==> src/logic/spi_reg_pkg.sv <==
//~~~~~~~~~~~~~~~~~~~~~~~~~~~~~~~~~~~~~~~~~~~~~~~~~~~~~~~~~~~~~~~~~~~~
// spi register bank package
// opcode and slave state encodings, byte and register write bundles
//~~~~~~~~~~~~~~~~~~~~~~~~~~~~~~~~~~~~~~~~~~~~~~~~~~~~~~~~~~~~~~~~~~~~
package spi_reg_pkg;

	// command byte carries a 4 bit start address in bits 3..0
	localparam int REG_ADDR_W = 4;                  // register address width

	// bit 7 of the command byte
	typedef enum logic {
		OP_READ  = 1'b0,                            // shift out stored bytes
		OP_WRITE = 1'b1                             // store received bytes
	} spi_op_e;

	// byte level slave fsm
	typedef enum logic [2:0] {
		S0_IDLE      = 3'd0,                        // load tx byte, clear rx
		S1_SCLK_IDLE = 3'd1,                        // wait for next sclk edge
		S2_SCLK_EDGE = 3'd2,                        // count the edge
		S3_LAST_HALF = 3'd3,                        // byte complete, latch rx
		S4_ACK       = 3'd4,                        // one cycle ack
		S5_FINISH    = 3'd5                         // back to idle
	} spi_state_e;

	// received byte from the slave
	typedef struct packed {
		logic       ack;                            // one cycle pulse
		logic [7:0] data;                           // held until next byte ends
	} spi_byte_t;

	// register write strobe
	typedef struct packed {
		logic                  en;                  // one cycle pulse
		logic [REG_ADDR_W-1:0] addr;                // target register
		logic [7:0]            data;                // byte to store
	} reg_wr_t;

endpackage

==> src/logic/spi_slave.sv <==
//~~~~~~~~~~~~~~~~~~~~~~~~~~~~~~~~~~~~~~~~~~~~~~~~~~~~~~~~~~~~~~~~~~~~
// spi slave, byte level
// oversamples cs/sclk/mosi on sys_clk, shifts one byte each way,
// pulses ack per full byte; cpol and cpha select the sampling edge
//~~~~~~~~~~~~~~~~~~~~~~~~~~~~~~~~~~~~~~~~~~~~~~~~~~~~~~~~~~~~~~~~~~~~
module spi_slave #(
	parameter bit CPOL = 1'b1,                      // sclk idle level
	parameter bit CPHA = 1'b1                       // 0 samples on leading edge
) (
	input  logic                   sys_clk,
	input  logic                   sys_rst_n,
	input  logic                   cs,              // active low chip select
	input  logic                   sclk,
	input  logic                   mosi,
	input  logic [7:0]             tx_data,         // next byte to send
	output logic                   miso,
	output spi_reg_pkg::spi_byte_t rx_byte,
	output logic                   frame_start      // synced cs fall
);

	spi_reg_pkg::spi_state_e state;

	logic [2:0] cs_sync;                            // [2] is one cycle behind [1]
	logic [2:0] sclk_sync;
	logic [1:0] mosi_sync;
	logic       cs_q;                               // cs as the fsm sees it
	logic       sclk_rise;
	logic       sclk_fall;
	logic       lead_edge;
	logic       trail_edge;
	logic       lead_pend;                          // leading edge seen outside s1
	logic       edge_hit;
	logic       sample_en;
	logic       shift_en;
	logic [3:0] cnt_sclk_edge;                      // 16 edges per byte
	logic [7:0] mosi_shift;
	logic [7:0] miso_shift;
	logic [7:0] rx_data;

	always_ff @(posedge sys_clk) begin
		if (!sys_rst_n) begin
			cs_sync   <= 3'b111;                    // deselected
			sclk_sync <= {3{CPOL}};                 // idle level
		end else begin
			cs_sync   <= {cs_sync[1:0], cs};
			sclk_sync <= {sclk_sync[1:0], sclk};
		end
	end

	always_ff @(posedge sys_clk) begin
		mosi_sync <= {mosi_sync[0], mosi};          // aligned with sclk_sync[1]
	end

	// fsm runs one cycle behind the cs edge so tx_data is reloaded first
	assign cs_q        = cs_sync[2];
	assign frame_start = cs_sync[2] & ~cs_sync[1];

	assign sclk_rise  = sclk_sync[1] & ~sclk_sync[2];
	assign sclk_fall  = ~sclk_sync[1] & sclk_sync[2];
	assign lead_edge  = CPOL ? sclk_fall : sclk_rise;
	assign trail_edge = CPOL ? sclk_rise : sclk_fall;

	// even counts are leading edges, odd counts trailing
	assign edge_hit = (state == spi_reg_pkg::S1_SCLK_IDLE) &&
		((~cnt_sclk_edge[0] && (lead_edge || lead_pend)) ||
		(cnt_sclk_edge[0] && trail_edge));
	assign sample_en = edge_hit && (cnt_sclk_edge[0] == CPHA);
	assign shift_en  = edge_hit && (cnt_sclk_edge[0] != CPHA) &&
		!(CPHA && (cnt_sclk_edge == 4'd0));         // bit 7 already out

	always_ff @(posedge sys_clk) begin
		if (!sys_rst_n) begin
			state <= spi_reg_pkg::S0_IDLE;
		end else if (cs_q) begin
			state <= spi_reg_pkg::S0_IDLE;          // frame end drops partial byte
		end else begin
			case (state)
				spi_reg_pkg::S0_IDLE:      state <= spi_reg_pkg::S1_SCLK_IDLE;
				spi_reg_pkg::S1_SCLK_IDLE: if (edge_hit) state <= spi_reg_pkg::S2_SCLK_EDGE;
				spi_reg_pkg::S2_SCLK_EDGE: begin
					if (cnt_sclk_edge == 4'd15)
						state <= spi_reg_pkg::S3_LAST_HALF;
					else
						state <= spi_reg_pkg::S1_SCLK_IDLE;
				end
				spi_reg_pkg::S3_LAST_HALF: state <= spi_reg_pkg::S4_ACK;
				spi_reg_pkg::S4_ACK:       state <= spi_reg_pkg::S5_FINISH;
				spi_reg_pkg::S5_FINISH:    state <= spi_reg_pkg::S0_IDLE;
				default:                   state <= spi_reg_pkg::S0_IDLE;
			endcase
		end
	end

	always_ff @(posedge sys_clk) begin
		if (!sys_rst_n)
			cnt_sclk_edge <= 4'd0;
		else if (state == spi_reg_pkg::S0_IDLE)
			cnt_sclk_edge <= 4'd0;
		else if (state == spi_reg_pkg::S2_SCLK_EDGE)
			cnt_sclk_edge <= cnt_sclk_edge + 4'd1;  // wraps after the 16th
	end

	// a back to back byte can start its leading edge during the ack tail
	always_ff @(posedge sys_clk) begin
		if (!sys_rst_n || cs_q)
			lead_pend <= 1'b0;
		else if (state == spi_reg_pkg::S1_SCLK_IDLE)
			lead_pend <= 1'b0;                      // consumed here
		else if (lead_edge)
			lead_pend <= 1'b1;
	end

	always_ff @(posedge sys_clk) begin
		if (!sys_rst_n)
			miso_shift <= 8'd0;                     // miso low out of reset
		else if (state == spi_reg_pkg::S0_IDLE && !cs_q)
			miso_shift <= tx_data;                  // msb first
		else if (shift_en)
			miso_shift <= {miso_shift[6:0], 1'b0};
	end

	always_ff @(posedge sys_clk) begin
		if (state == spi_reg_pkg::S0_IDLE)
			mosi_shift <= 8'd0;
		else if (sample_en)
			mosi_shift <= {mosi_shift[6:0], mosi_sync[1]};
	end

	always_ff @(posedge sys_clk) begin
		if (state == spi_reg_pkg::S3_LAST_HALF)
			rx_data <= mosi_shift;                  // held until next byte
	end

	assign miso    = miso_shift[7];
	assign rx_byte = '{ack: (state == spi_reg_pkg::S4_ACK), data: rx_data};

	// ack is always followed by the finish state, never a second ack
	a_ack_single: assert property (@(posedge sys_clk) disable iff (!sys_rst_n)
		rx_byte.ack |=> !rx_byte.ack);

	a_state_legal: assert property (@(posedge sys_clk) disable iff (!sys_rst_n)
		state inside {spi_reg_pkg::S0_IDLE, spi_reg_pkg::S1_SCLK_IDLE,
		spi_reg_pkg::S2_SCLK_EDGE, spi_reg_pkg::S3_LAST_HALF,
		spi_reg_pkg::S4_ACK, spi_reg_pkg::S5_FINISH});

endmodule

==> src/logic/spi_cmd_decoder.sv <==
//~~~~~~~~~~~~~~~~~~~~~~~~~~~~~~~~~~~~~~~~~~~~~~~~~~~~~~~~~~~~~~~~~~~~
// spi command decoder
// first byte of a frame is the command, later bytes are data with
// an auto incrementing address; feeds the slave its next tx byte
//~~~~~~~~~~~~~~~~~~~~~~~~~~~~~~~~~~~~~~~~~~~~~~~~~~~~~~~~~~~~~~~~~~~~
module spi_cmd_decoder (
	input  logic                                 sys_clk,
	input  logic                                 sys_rst_n,
	input  logic                                 frame_start,
	input  spi_reg_pkg::spi_byte_t               rx_byte,
	input  logic [7:0]                           rd_data,   // contents at rd_addr
	input  logic [7:0]                           wr_count,  // status byte source
	output logic [7:0]                           tx_data,
	output spi_reg_pkg::reg_wr_t                 wr,
	output logic [spi_reg_pkg::REG_ADDR_W-1:0]   rd_addr
);

	spi_reg_pkg::spi_op_e                 op;      // opcode of current frame
	logic [spi_reg_pkg::REG_ADDR_W-1:0]   addr;    // current register
	logic                                 cmd_seen; // command byte done
	logic                                 ld_tx;   // reload tx from new addr

	always_ff @(posedge sys_clk) begin
		if (!sys_rst_n) begin
			op       <= spi_reg_pkg::OP_READ;
			addr     <= '0;
			cmd_seen <= 1'b0;
			ld_tx    <= 1'b0;
			wr       <= '0;
		end else begin
			ld_tx  <= 1'b0;
			wr.en  <= 1'b0;                         // single cycle strobe
			if (frame_start) begin
				cmd_seen <= 1'b0;                   // next byte is a command
			end else if (rx_byte.ack) begin
				ld_tx <= 1'b1;
				if (!cmd_seen) begin
					op       <= spi_reg_pkg::spi_op_e'(rx_byte.data[7]);
					addr     <= rx_byte.data[spi_reg_pkg::REG_ADDR_W-1:0];
					cmd_seen <= 1'b1;               // bits 6..4 ignored
				end else begin
					if (op == spi_reg_pkg::OP_WRITE)
						wr <= '{en: 1'b1, addr: addr, data: rx_byte.data};
					addr <= addr + 1'b1;            // wraps 15 -> 0
				end
			end
		end
	end

	// status byte for the command slot, then the byte at the current address
	always_ff @(posedge sys_clk) begin
		if (frame_start)
			tx_data <= wr_count;
		else if (ld_tx)
			tx_data <= rd_data;                     // addr already advanced
	end

	assign rd_addr = addr;

	// a register write needs a command byte earlier in the same frame
	a_wr_after_cmd: assert property (@(posedge sys_clk) disable iff (!sys_rst_n)
		wr.en |-> (cmd_seen && $past(rx_byte.ack)));

endmodule

==> src/logic/spi_reg_bank.sv <==
//~~~~~~~~~~~~~~~~~~~~~~~~~~~~~~~~~~~~~~~~~~~~~~~~~~~~~~~~~~~~~~~~~~~~
// spi register bank
// sixteen byte registers, sync write, async read, write counter
//~~~~~~~~~~~~~~~~~~~~~~~~~~~~~~~~~~~~~~~~~~~~~~~~~~~~~~~~~~~~~~~~~~~~
module spi_reg_bank (
	input  logic                                 sys_clk,
	input  logic                                 sys_rst_n,
	input  spi_reg_pkg::reg_wr_t                 wr,
	input  logic [spi_reg_pkg::REG_ADDR_W-1:0]   rd_addr,
	output logic [7:0]                           rd_data,
	output logic [7:0]                           wr_count    // writes since reset
);

	localparam int NUM_REGS = 2 ** spi_reg_pkg::REG_ADDR_W;

	logic [7:0] regs [NUM_REGS];

	// one register stored per write strobe
	always_ff @(posedge sys_clk) begin
		if (!sys_rst_n) begin
			for (int i = 0; i < NUM_REGS; i++)
				regs[i] <= 8'd0;
		end else if (wr.en) begin
			regs[wr.addr] <= wr.data;
		end
	end

	always_ff @(posedge sys_clk) begin
		if (!sys_rst_n)
			wr_count <= 8'd0;
		else if (wr.en)
			wr_count <= wr_count + 8'd1;            // modulo 256
	end

	assign rd_data = regs[rd_addr];                 // combinational read

endmodule

==> src/logic/spi_reg_top.sv <==
//~~~~~~~~~~~~~~~~~~~~~~~~~~~~~~~~~~~~~~~~~~~~~~~~~~~~~~~~~~~~~~~~~~~~
// spi register bank top
// slave, command decoder and register bank behind one spi port
//~~~~~~~~~~~~~~~~~~~~~~~~~~~~~~~~~~~~~~~~~~~~~~~~~~~~~~~~~~~~~~~~~~~~
module spi_reg_top #(
	parameter bit CPOL = 1'b1,                      // sclk idle level
	parameter bit CPHA = 1'b1                       // sampling edge select
) (
	input  logic sys_clk,
	input  logic sys_rst_n,
	input  logic cs,
	input  logic sclk,
	input  logic mosi,
	output logic miso
);

	spi_reg_pkg::spi_byte_t               rx_byte;
	spi_reg_pkg::reg_wr_t                 wr;
	logic                                 frame_start;
	logic [7:0]                           tx_data;
	logic [7:0]                           rd_data;
	logic [7:0]                           wr_count;
	logic [spi_reg_pkg::REG_ADDR_W-1:0]   rd_addr;

	spi_slave #(
		.CPOL (CPOL),
		.CPHA (CPHA)
	) i_spi_slave (
		.sys_clk     (sys_clk),
		.sys_rst_n   (sys_rst_n),
		.cs          (cs),
		.sclk        (sclk),
		.mosi        (mosi),
		.tx_data     (tx_data),
		.miso        (miso),
		.rx_byte     (rx_byte),
		.frame_start (frame_start)
	);

	spi_cmd_decoder i_spi_cmd_decoder (
		.sys_clk     (sys_clk),
		.sys_rst_n   (sys_rst_n),
		.frame_start (frame_start),
		.rx_byte     (rx_byte),
		.rd_data     (rd_data),
		.wr_count    (wr_count),
		.tx_data     (tx_data),
		.wr          (wr),
		.rd_addr     (rd_addr)
	);

	spi_reg_bank i_spi_reg_bank (
		.sys_clk   (sys_clk),
		.sys_rst_n (sys_rst_n),
		.wr        (wr),
		.rd_addr   (rd_addr),
		.rd_data   (rd_data),
		.wr_count  (wr_count)
	);

endmodule

==> config.mk <==
export PLATFORM = sky130hd
export DESIGN_NAME = spi_reg_top
export DESIGN_NICKNAME = d
export VERILOG_FILES = /design/src/logic/spi_reg_pkg.sv /design/src/logic/spi_slave.sv /design/src/logic/spi_cmd_decoder.sv /design/src/logic/spi_reg_bank.sv /design/src/logic/spi_reg_top.sv
export SDC_FILE = /design/constraint.sdc
export NUM_CORES = 1
export LEC_CHECK = 0
export ABC_AREA = 0
export BUFFER_PORTS_ARGS = -buffer_cell sky130_fd_sc_hd__buf_2
export CORE_UTILIZATION = 68
export DETAILED_ROUTE_END_ITERATION = 12
export PLACE_DENSITY = 0.92
export SLEW_MARGIN = 15
export SYNTH_ARGS = -nofsm -noshare
export SYNTH_HDL_FRONTEND = slang
export SYNTH_HIERARCHICAL = 1
export SYNTH_SLANG_ARGS = --single-unit
==> constraint.sdc <==
create_clock -name sys_clk -period 3.14 [get_ports sys_clk]
set_clock_uncertainty 0.1 [all_clocks]
set_input_delay 0.157 -clock sys_clk [delete_from_list [all_inputs] [get_ports sys_clk]]
set_output_delay 0.157 -clock sys_clk [all_outputs]
set_load 0.03 [all_outputs]
==> impl_metrics.yaml, run 1 <==
cells_and_area:
  nNetsFinal: 703
  fill_cells: 630
  final_cell_mix: "edfxtp_1, and2_1, dfxtp_1"
  diodes: 0
  final_common_cell: "edfxtp_1"
  drive_above_1_share: 0.1273
  fin_area_um2: 9839
  area_growth_pct: 9.450
cts:
  cts.path.max_buffers: 3
  cts_made_buffers: 21
  clkTransAtPathRegs_ns: 0.06
  clk_latency_ns: 0.48
  clock_sinks: 204
  htreeDepth: 1
  cts_tree: "yes"
  ctsRootBufferMaster: "clkbuf_16"
  cts_resized: 0
setup_path:
  critPathLaunchType: "flop"
  crit_chain: "buf_4, mux4_2, a22oi_1, nand2_1, mux2_2"
  critPathMaxFanout: 20
  crit_path_max_incr_delay_ns: 0.77
  cp.required_ns: 3.27
  setup.worst_path.class: "flop to flop"
  crit_slowest_cell: "dfxtp_2"
  path_delay_family: "multiplexers"
  endpoint_kind: "flop"
  worst_ep_arrival_time_ns: 2.84
  crit_buf_inv: 1
synth:
  synthArstFlopShare: 0
  syn-cell-area_um2: 8990
  ys_seq_elements: 204
  synth-edff-count: 144
  synth.avg_cell_area_um2: 13.32
  yosysSeqAreaShare: 0.6146
  synth_warnings: 6
  ys_types: 58
  synth_fp_nets: 684
  postSynthCellCount: 675
  synthFlopType: "edfxtp_1"
routing:
  drtIter0Drc: 638
  wl_mm: 21.58
  detail_route.first_pass.iterations: 5
  vias: 5913
  drcViolationCount: 0
  vias_per_cell: 6.727
  ant_nets: 0
  post_drt_wl_per_cell_um: 24.55
place:
  dp_hpwl_mm: 13.82
  postPlaceCellArea_um2: 9200
  io_buffers: 5
  place_congestion: 0.8904
timing:
  setup_viol: 0
  period_share: 0.8621
  tns_ns: 0
  slew_violations: 0
  fmax_mhz: 369.4
  max-slew-margin-rel: 0.3505
  worst_pin_slew_ns: 0.9668
  hold_viol: 0
  period_minus_slack_ns: 2.707
  rsz0062_at_grt: "no"
die:
  die_area_um2: 13680
  io_pins: 6
  dieHeight_um: 117.0
  start_util: 0.7038
  coreArea_um2: 12770
  die_x_um: 117.0
  num_rows: 41
pwr:
  ir_drop_uv: 487.0
  power_density_nw_per_um2: 541.4
  leakage_nw: 3.442
grt:
  antenna_found_initial: 1
  grt_usage: 0.3339
  overflow: 0
  grt_pass1_vias: 5744
  grt_max_degree: 37
  grt_pass1_wl_mm: 32.97
outcome:
  status: "completed"
flow_run:
  drv_cap: 0
worst_hold_path:
  hp-class: "input port to flop"
==> stage by stage <==
| stage | setup slack (ns) | hold slack [ns] | util | std cells | power [mW] |
|---|---|---|---|---|---|
| floorplan | 1.079 | 0.08472 | - | 675 | 3.088 |
| global placement | 0.7023 | 0.1609 | 0.7202 | 840 | 3.138 |
| detailed placement | 0.5499 | 0.1726 | 0.7202 | 840 | 3.150 |
| CTS | 0.5091 | 0.1642 | 0.7703 | 879 | 5.336 |
| global route | 0.4106 | 0.1914 | 0.7703 | 879 | 5.450 |
| finish | 0.4330 | 0.1852 | 0.7703 | 879 | 5.327 |
==> sequential cells by signal, summed over array words and instances, names as in the netlist <==
| signal | cells |
|---|---|
| i_spi_slave/mosi_sync | 2 |
| i_spi_slave/miso_shift | 8 |
| i_spi_slave/rx_data | 8 |
| i_spi_slave/mosi_shift | 8 |
| i_spi_cmd_decoder/op | 1 |
| i_spi_reg_bank/regs | 128 |
| i_spi_cmd_decoder/wr | 13 |
| i_spi_cmd_decoder/ld_tx | 1 |
| i_spi_cmd_decoder/tx_data | 8 |
| i_spi_cmd_decoder/cmd_seen | 1 |
| i_spi_slave/lead_pend | 1 |
| i_spi_reg_bank/wr_count | 8 |
| i_spi_slave/cnt_sclk_edge | 4 |
| i_spi_slave/cs_sync | 3 |
| i_spi_cmd_decoder/rd_addr | 4 |
| i_spi_slave/state | 3 |
| i_spi_slave/sclk_sync | 3 |
==> worst reg2reg max path: cells and delay by family, from the launching register on <==
family | cells | cell delay, ns
simple gates | 1 | 0.12
compound gates | 1 | 0.35
mux | 2 | 0.81
buf+inv | 1 | 0.32
flops | 1 | 0.77
==> cells in the mapped netlist (10+ instances only) <==
master	number	area, um^2
nand2_1	41	153.9
dfxtp_1	60	1201
a22oi_1	16	120.1
nor2_1	36	135.1
o21ai_0	34	170.2
a21oi_1	27	135.1
mux2i_1	10	100.1
clkbuf_1	15	56.30
edfxtp_1	144	4324
mux4_2	16	360.4
mux4_1	16	420.4
nand2b_1	16	100.1
and2_1	129	807.0
==> cells by family after synthesis <==
group	after synthesis	synth area share
XOR/XNOR	4	0.003898
flip-flops	204	0.6146
AND/OR/NAND/NOR	267	0.1699
AO/OA/AOI/OAI	103	0.06917
buffers and inverters	42	0.02756
adder cells (fa/ha/maj)	4	0.005567
multiplexers	51	0.1093
==> cell type report <==
| type | count | area, um^2 | share of cell area |
|---|---|---|---|
| sequential | 204 | 5527 | 0.5617 |
| multi-input combinational | 429 | 3217 | 0.3269 |
| clock buffer | 29 | 576.8 | 0.05862 |
| timing repair buffer | 29 | 225.2 | 0.02289 |
| tap | 172 | 215.2 | 0.02187 |
| inverter | 9 | 46.29 | 0.004705 |
| clock inverter | 7 | 32.53 | 0.003306 |
==> path summary, 6_finish.rpt <==
path / slack [ns] / from / to / cells past startpoint
setup / recovery: 0.43 / i_spi_cmd_decoder/rd_addr[0] / i_spi_cmd_decoder/tx_data[5] / 5
hold / removal: 0.19 / sys_rst_n / i_spi_slave/sclk_sync[0] / 3
setup reg to reg: 0.43 / i_spi_cmd_decoder/rd_addr[0] / i_spi_cmd_decoder/tx_data[5] / 5
hold reg to reg: 0.26 / i_spi_slave/mosi_sync[0] / i_spi_slave/mosi_sync[1] / 0
==> routing by layer <==
metal  GRT usage  share of wire
met1      0.4236           0.36
met2      0.5574           0.48
met3     0.07673           0.11
met4      0.1443          0.049
met5           0              0
==> power breakdown <==
group          switching (mW)  leakage (nW)  internal [mW]
combinational          0.0809          1.20         0.0523
sequential             0.0344          1.94           2.94
clock                   0.943         0.302           1.28
total                    1.06          3.44           4.27
==> repair_timing <==
item / CTS / global route
setup endpoints to repair: 0 / 0
buffers inserted: 0 / 0
hold buffers: 3 / 0
endpoints found under the hold margin: 3 / 0
No activity file was read; power rests on OpenSTA's default activity.
==> run 2: changes to the inputs <==
--- a/config.mk
+++ b/config.mk
@@ -7,9 +7,11 @@
 export LEC_CHECK = 0
 export ABC_AREA = 0
 export BUFFER_PORTS_ARGS = -buffer_cell sky130_fd_sc_hd__buf_2
-export CORE_UTILIZATION = 68
+export CELL_PAD_IN_SITES_DETAIL_PLACEMENT = 1
+export CELL_PAD_IN_SITES_GLOBAL_PLACEMENT = 1
+export CORE_UTILIZATION = 57
 export DETAILED_ROUTE_END_ITERATION = 12
-export PLACE_DENSITY = 0.92
+export PLACE_DENSITY = 0.91
 export SLEW_MARGIN = 15
 export SYNTH_ARGS = -nofsm -noshare
 export SYNTH_HDL_FRONTEND = slang
==> impl_metrics.yaml, run 2 (same netlist as run 1, synthesis figures left out) <==
cts:
  post_cts_buffers: 0
  htreeDepth: 1
  cts_made_buffers: 22
  clkTransAtPathRegs_ns: 0.06
  cts.path.max_buffers: 3
  clk_latency_ns: 0.51
  ctsRootBufferMaster: "clkbuf_16"
  clock_sinks: 204
  cts_tree: "yes"
cells_and_area:
  top_regs: "i_spi_reg_bank/regs x128, i_spi_cmd_decoder/wr x13"
  area_growth_pct: 10.97
  regMostFlops: "i_spi_reg_bank/regs"
  nNetsFinal: 706
  drive_above_1_share: 0.1362
  final_cell_mix: "edfxtp_1, and2_1, dfxtp_1"
  diodes: 0
  fin_area_um2: 9976
  fill_cells: 1468
  largest_register_ffs: 128
  final_common_cell: "edfxtp_1"
place:
  dp_hpwl_mm: 15.95
  postPlaceCellArea_um2: 9251
  io_buffers: 5
  place_congestion: 0.8595
routing:
  vias_per_cell: 6.319
  drtIter0Drc: 559
  wl_mm: 25.21
  post_drt_wl_per_cell_um: 27.31
  detail_route.first_pass.iterations: 5
  drcViolationCount: 0
  vias: 5832
  ant_nets: 0
pwr:
  power.switching_mw: 1.173
  combinationalPowerShare: 0.026
  pwr-share-clk: 0.447
  ir_drop_uv: 490.0
  pwr-share-seq: 0.528
  p_int_mw: 4.454
  power_density_nw_per_um2: 564.1
  leakage_nw: 3.491
  swShare: 0.2084
outcome:
  status: "completed"
setup_path:
  cp.required_ns: 3.18
  worst_ep_arrival_time_ns: 2.47
  endpoint_kind: "flop"
  critPathMaxFanout: 10
  crit_slowest_cell: "dfxtp_1"
  setup.worst_path.class: "flop to flop"
  critPathLaunchType: "flop"
  crit_chain: "nand4b_1, nor3_1, buf_4, nand2b_1"
  crit_path_max_incr_delay_ns: 0.62
timing:
  period_minus_slack_ns: 2.438
  slew_violations: 0
  rsz0062_at_grt: "no"
  worst_pin_slew_ns: 1.140
  fmax_mhz: 410.2
  whs_ns: 0.1786
  period_share: 0.7763
  hold_viol: 0
  setup_viol: 0
  max-slew-margin-rel: 0.2339
  tns_ns: 0
grt:
  antenna_found_initial: 1
  grt_max_degree: 36
  overflow: 0
  grt_pass1_wl_mm: 38.70
  grt_usage: 0.3270
  grt_pass1_vias: 6311
worst_hold_path:
  hp-class: "input port to flop"
die:
  die_area_um2: 16280
  num_rows: 45
  io_pins: 6
  die_x_um: 127.6
  dieHeight_um: 127.6
  start_util: 0.5870
  coreArea_um2: 15310
flow_run:
  drv_cap: 0
==> run 2: changes by cell type in the layout (fill, tap and decap cells not counted), moves of 2 or more <==
cell,change
clkbuf_16,+2
buf_4,+3
clkinv_1,-2
clkbuf_8,+3
==> run 2: repair_timing <==
| action | 4_1_cts | 5_1_grt |
|---|---|---|
| resized for setup | 0 | 0 |
| endpoints found under the hold margin | 3 | 0 |
| hold buffers | 3 | 0 |
==> run 2: power by group through the flow <==
stage	logic, mW	clock network [mW]	registers, mW
2_1_floorplan	0.0836	0	3.00
3_3_place_gp	0.127	0	3.02
3_5_place_dp	0.137	0	3.02
4_1_cts	0.143	2.54	2.97
5_1_grt	0.153	2.62	2.97
6_report	0.144	2.51	2.97
==> run 2: layout make-up <==
cell class / count / area (um^2) / share of cell area
flip-flops and latches: 204 / 5527 / 0.5540
clock inverters: 5 / 26.28 / 0.002634
clock buffers: 34 / 668.1 / 0.06698
repair buffers: 31 / 227.7 / 0.02283
inverters: 9 / 46.29 / 0.004641
multi-input cells: 429 / 3217 / 0.3225
well taps: 211 / 264.0 / 0.02646
==> run 2: metrics by stage <==
| stage | setup WS (ns) | instances | utilization | total power [mW] |
|---|---|---|---|---|
| after floorplan | 1.079 | 675 | - | 3.088 |
| after global placement | 0.9088 | 881 | 0.6041 | 3.145 |
| after detailed placement | 0.8613 | 881 | 0.6041 | 3.162 |
| after CTS | 0.7487 | 923 | 0.6514 | 5.648 |
| after global routing | 0.6191 | 923 | 0.6514 | 5.750 |
| final | 0.7024 | 923 | 0.6514 | 5.627 |
==> run 2: final timing paths <==
path	start	to	slack, ns	depth (start not counted)
max	i_spi_cmd_decoder/wr[12]	i_spi_reg_bank/regs[8][2]	0.70	4
min reg2reg	i_spi_slave/mosi_sync[0]	i_spi_slave/mosi_sync[1]	0.23	0
min	sys_rst_n	i_spi_slave/cs_sync[1]	0.18	3
max reg2reg	i_spi_cmd_decoder/wr[12]	i_spi_reg_bank/regs[8][2]	0.70	4
==> run 2: critical path: cells and delay by family, from the launching register on <==
kind                   cells  cell delay, ns
buffers and inverters      1            0.21
flip-flops                 1            0.62
AND/OR/NAND/NOR            3            1.13
==> run 2: per-layer routing <==
layer / wire length [um] / up-vias / track usage
met2: 12810 / 226 / 0.5619
li1: - / 2520 / -
met5: 13 / - / 0
met3: 1453 / 68 / 0.06323
met4: 949 / 2 / 0.1301
met1: 9982 / 3016 / 0.4105
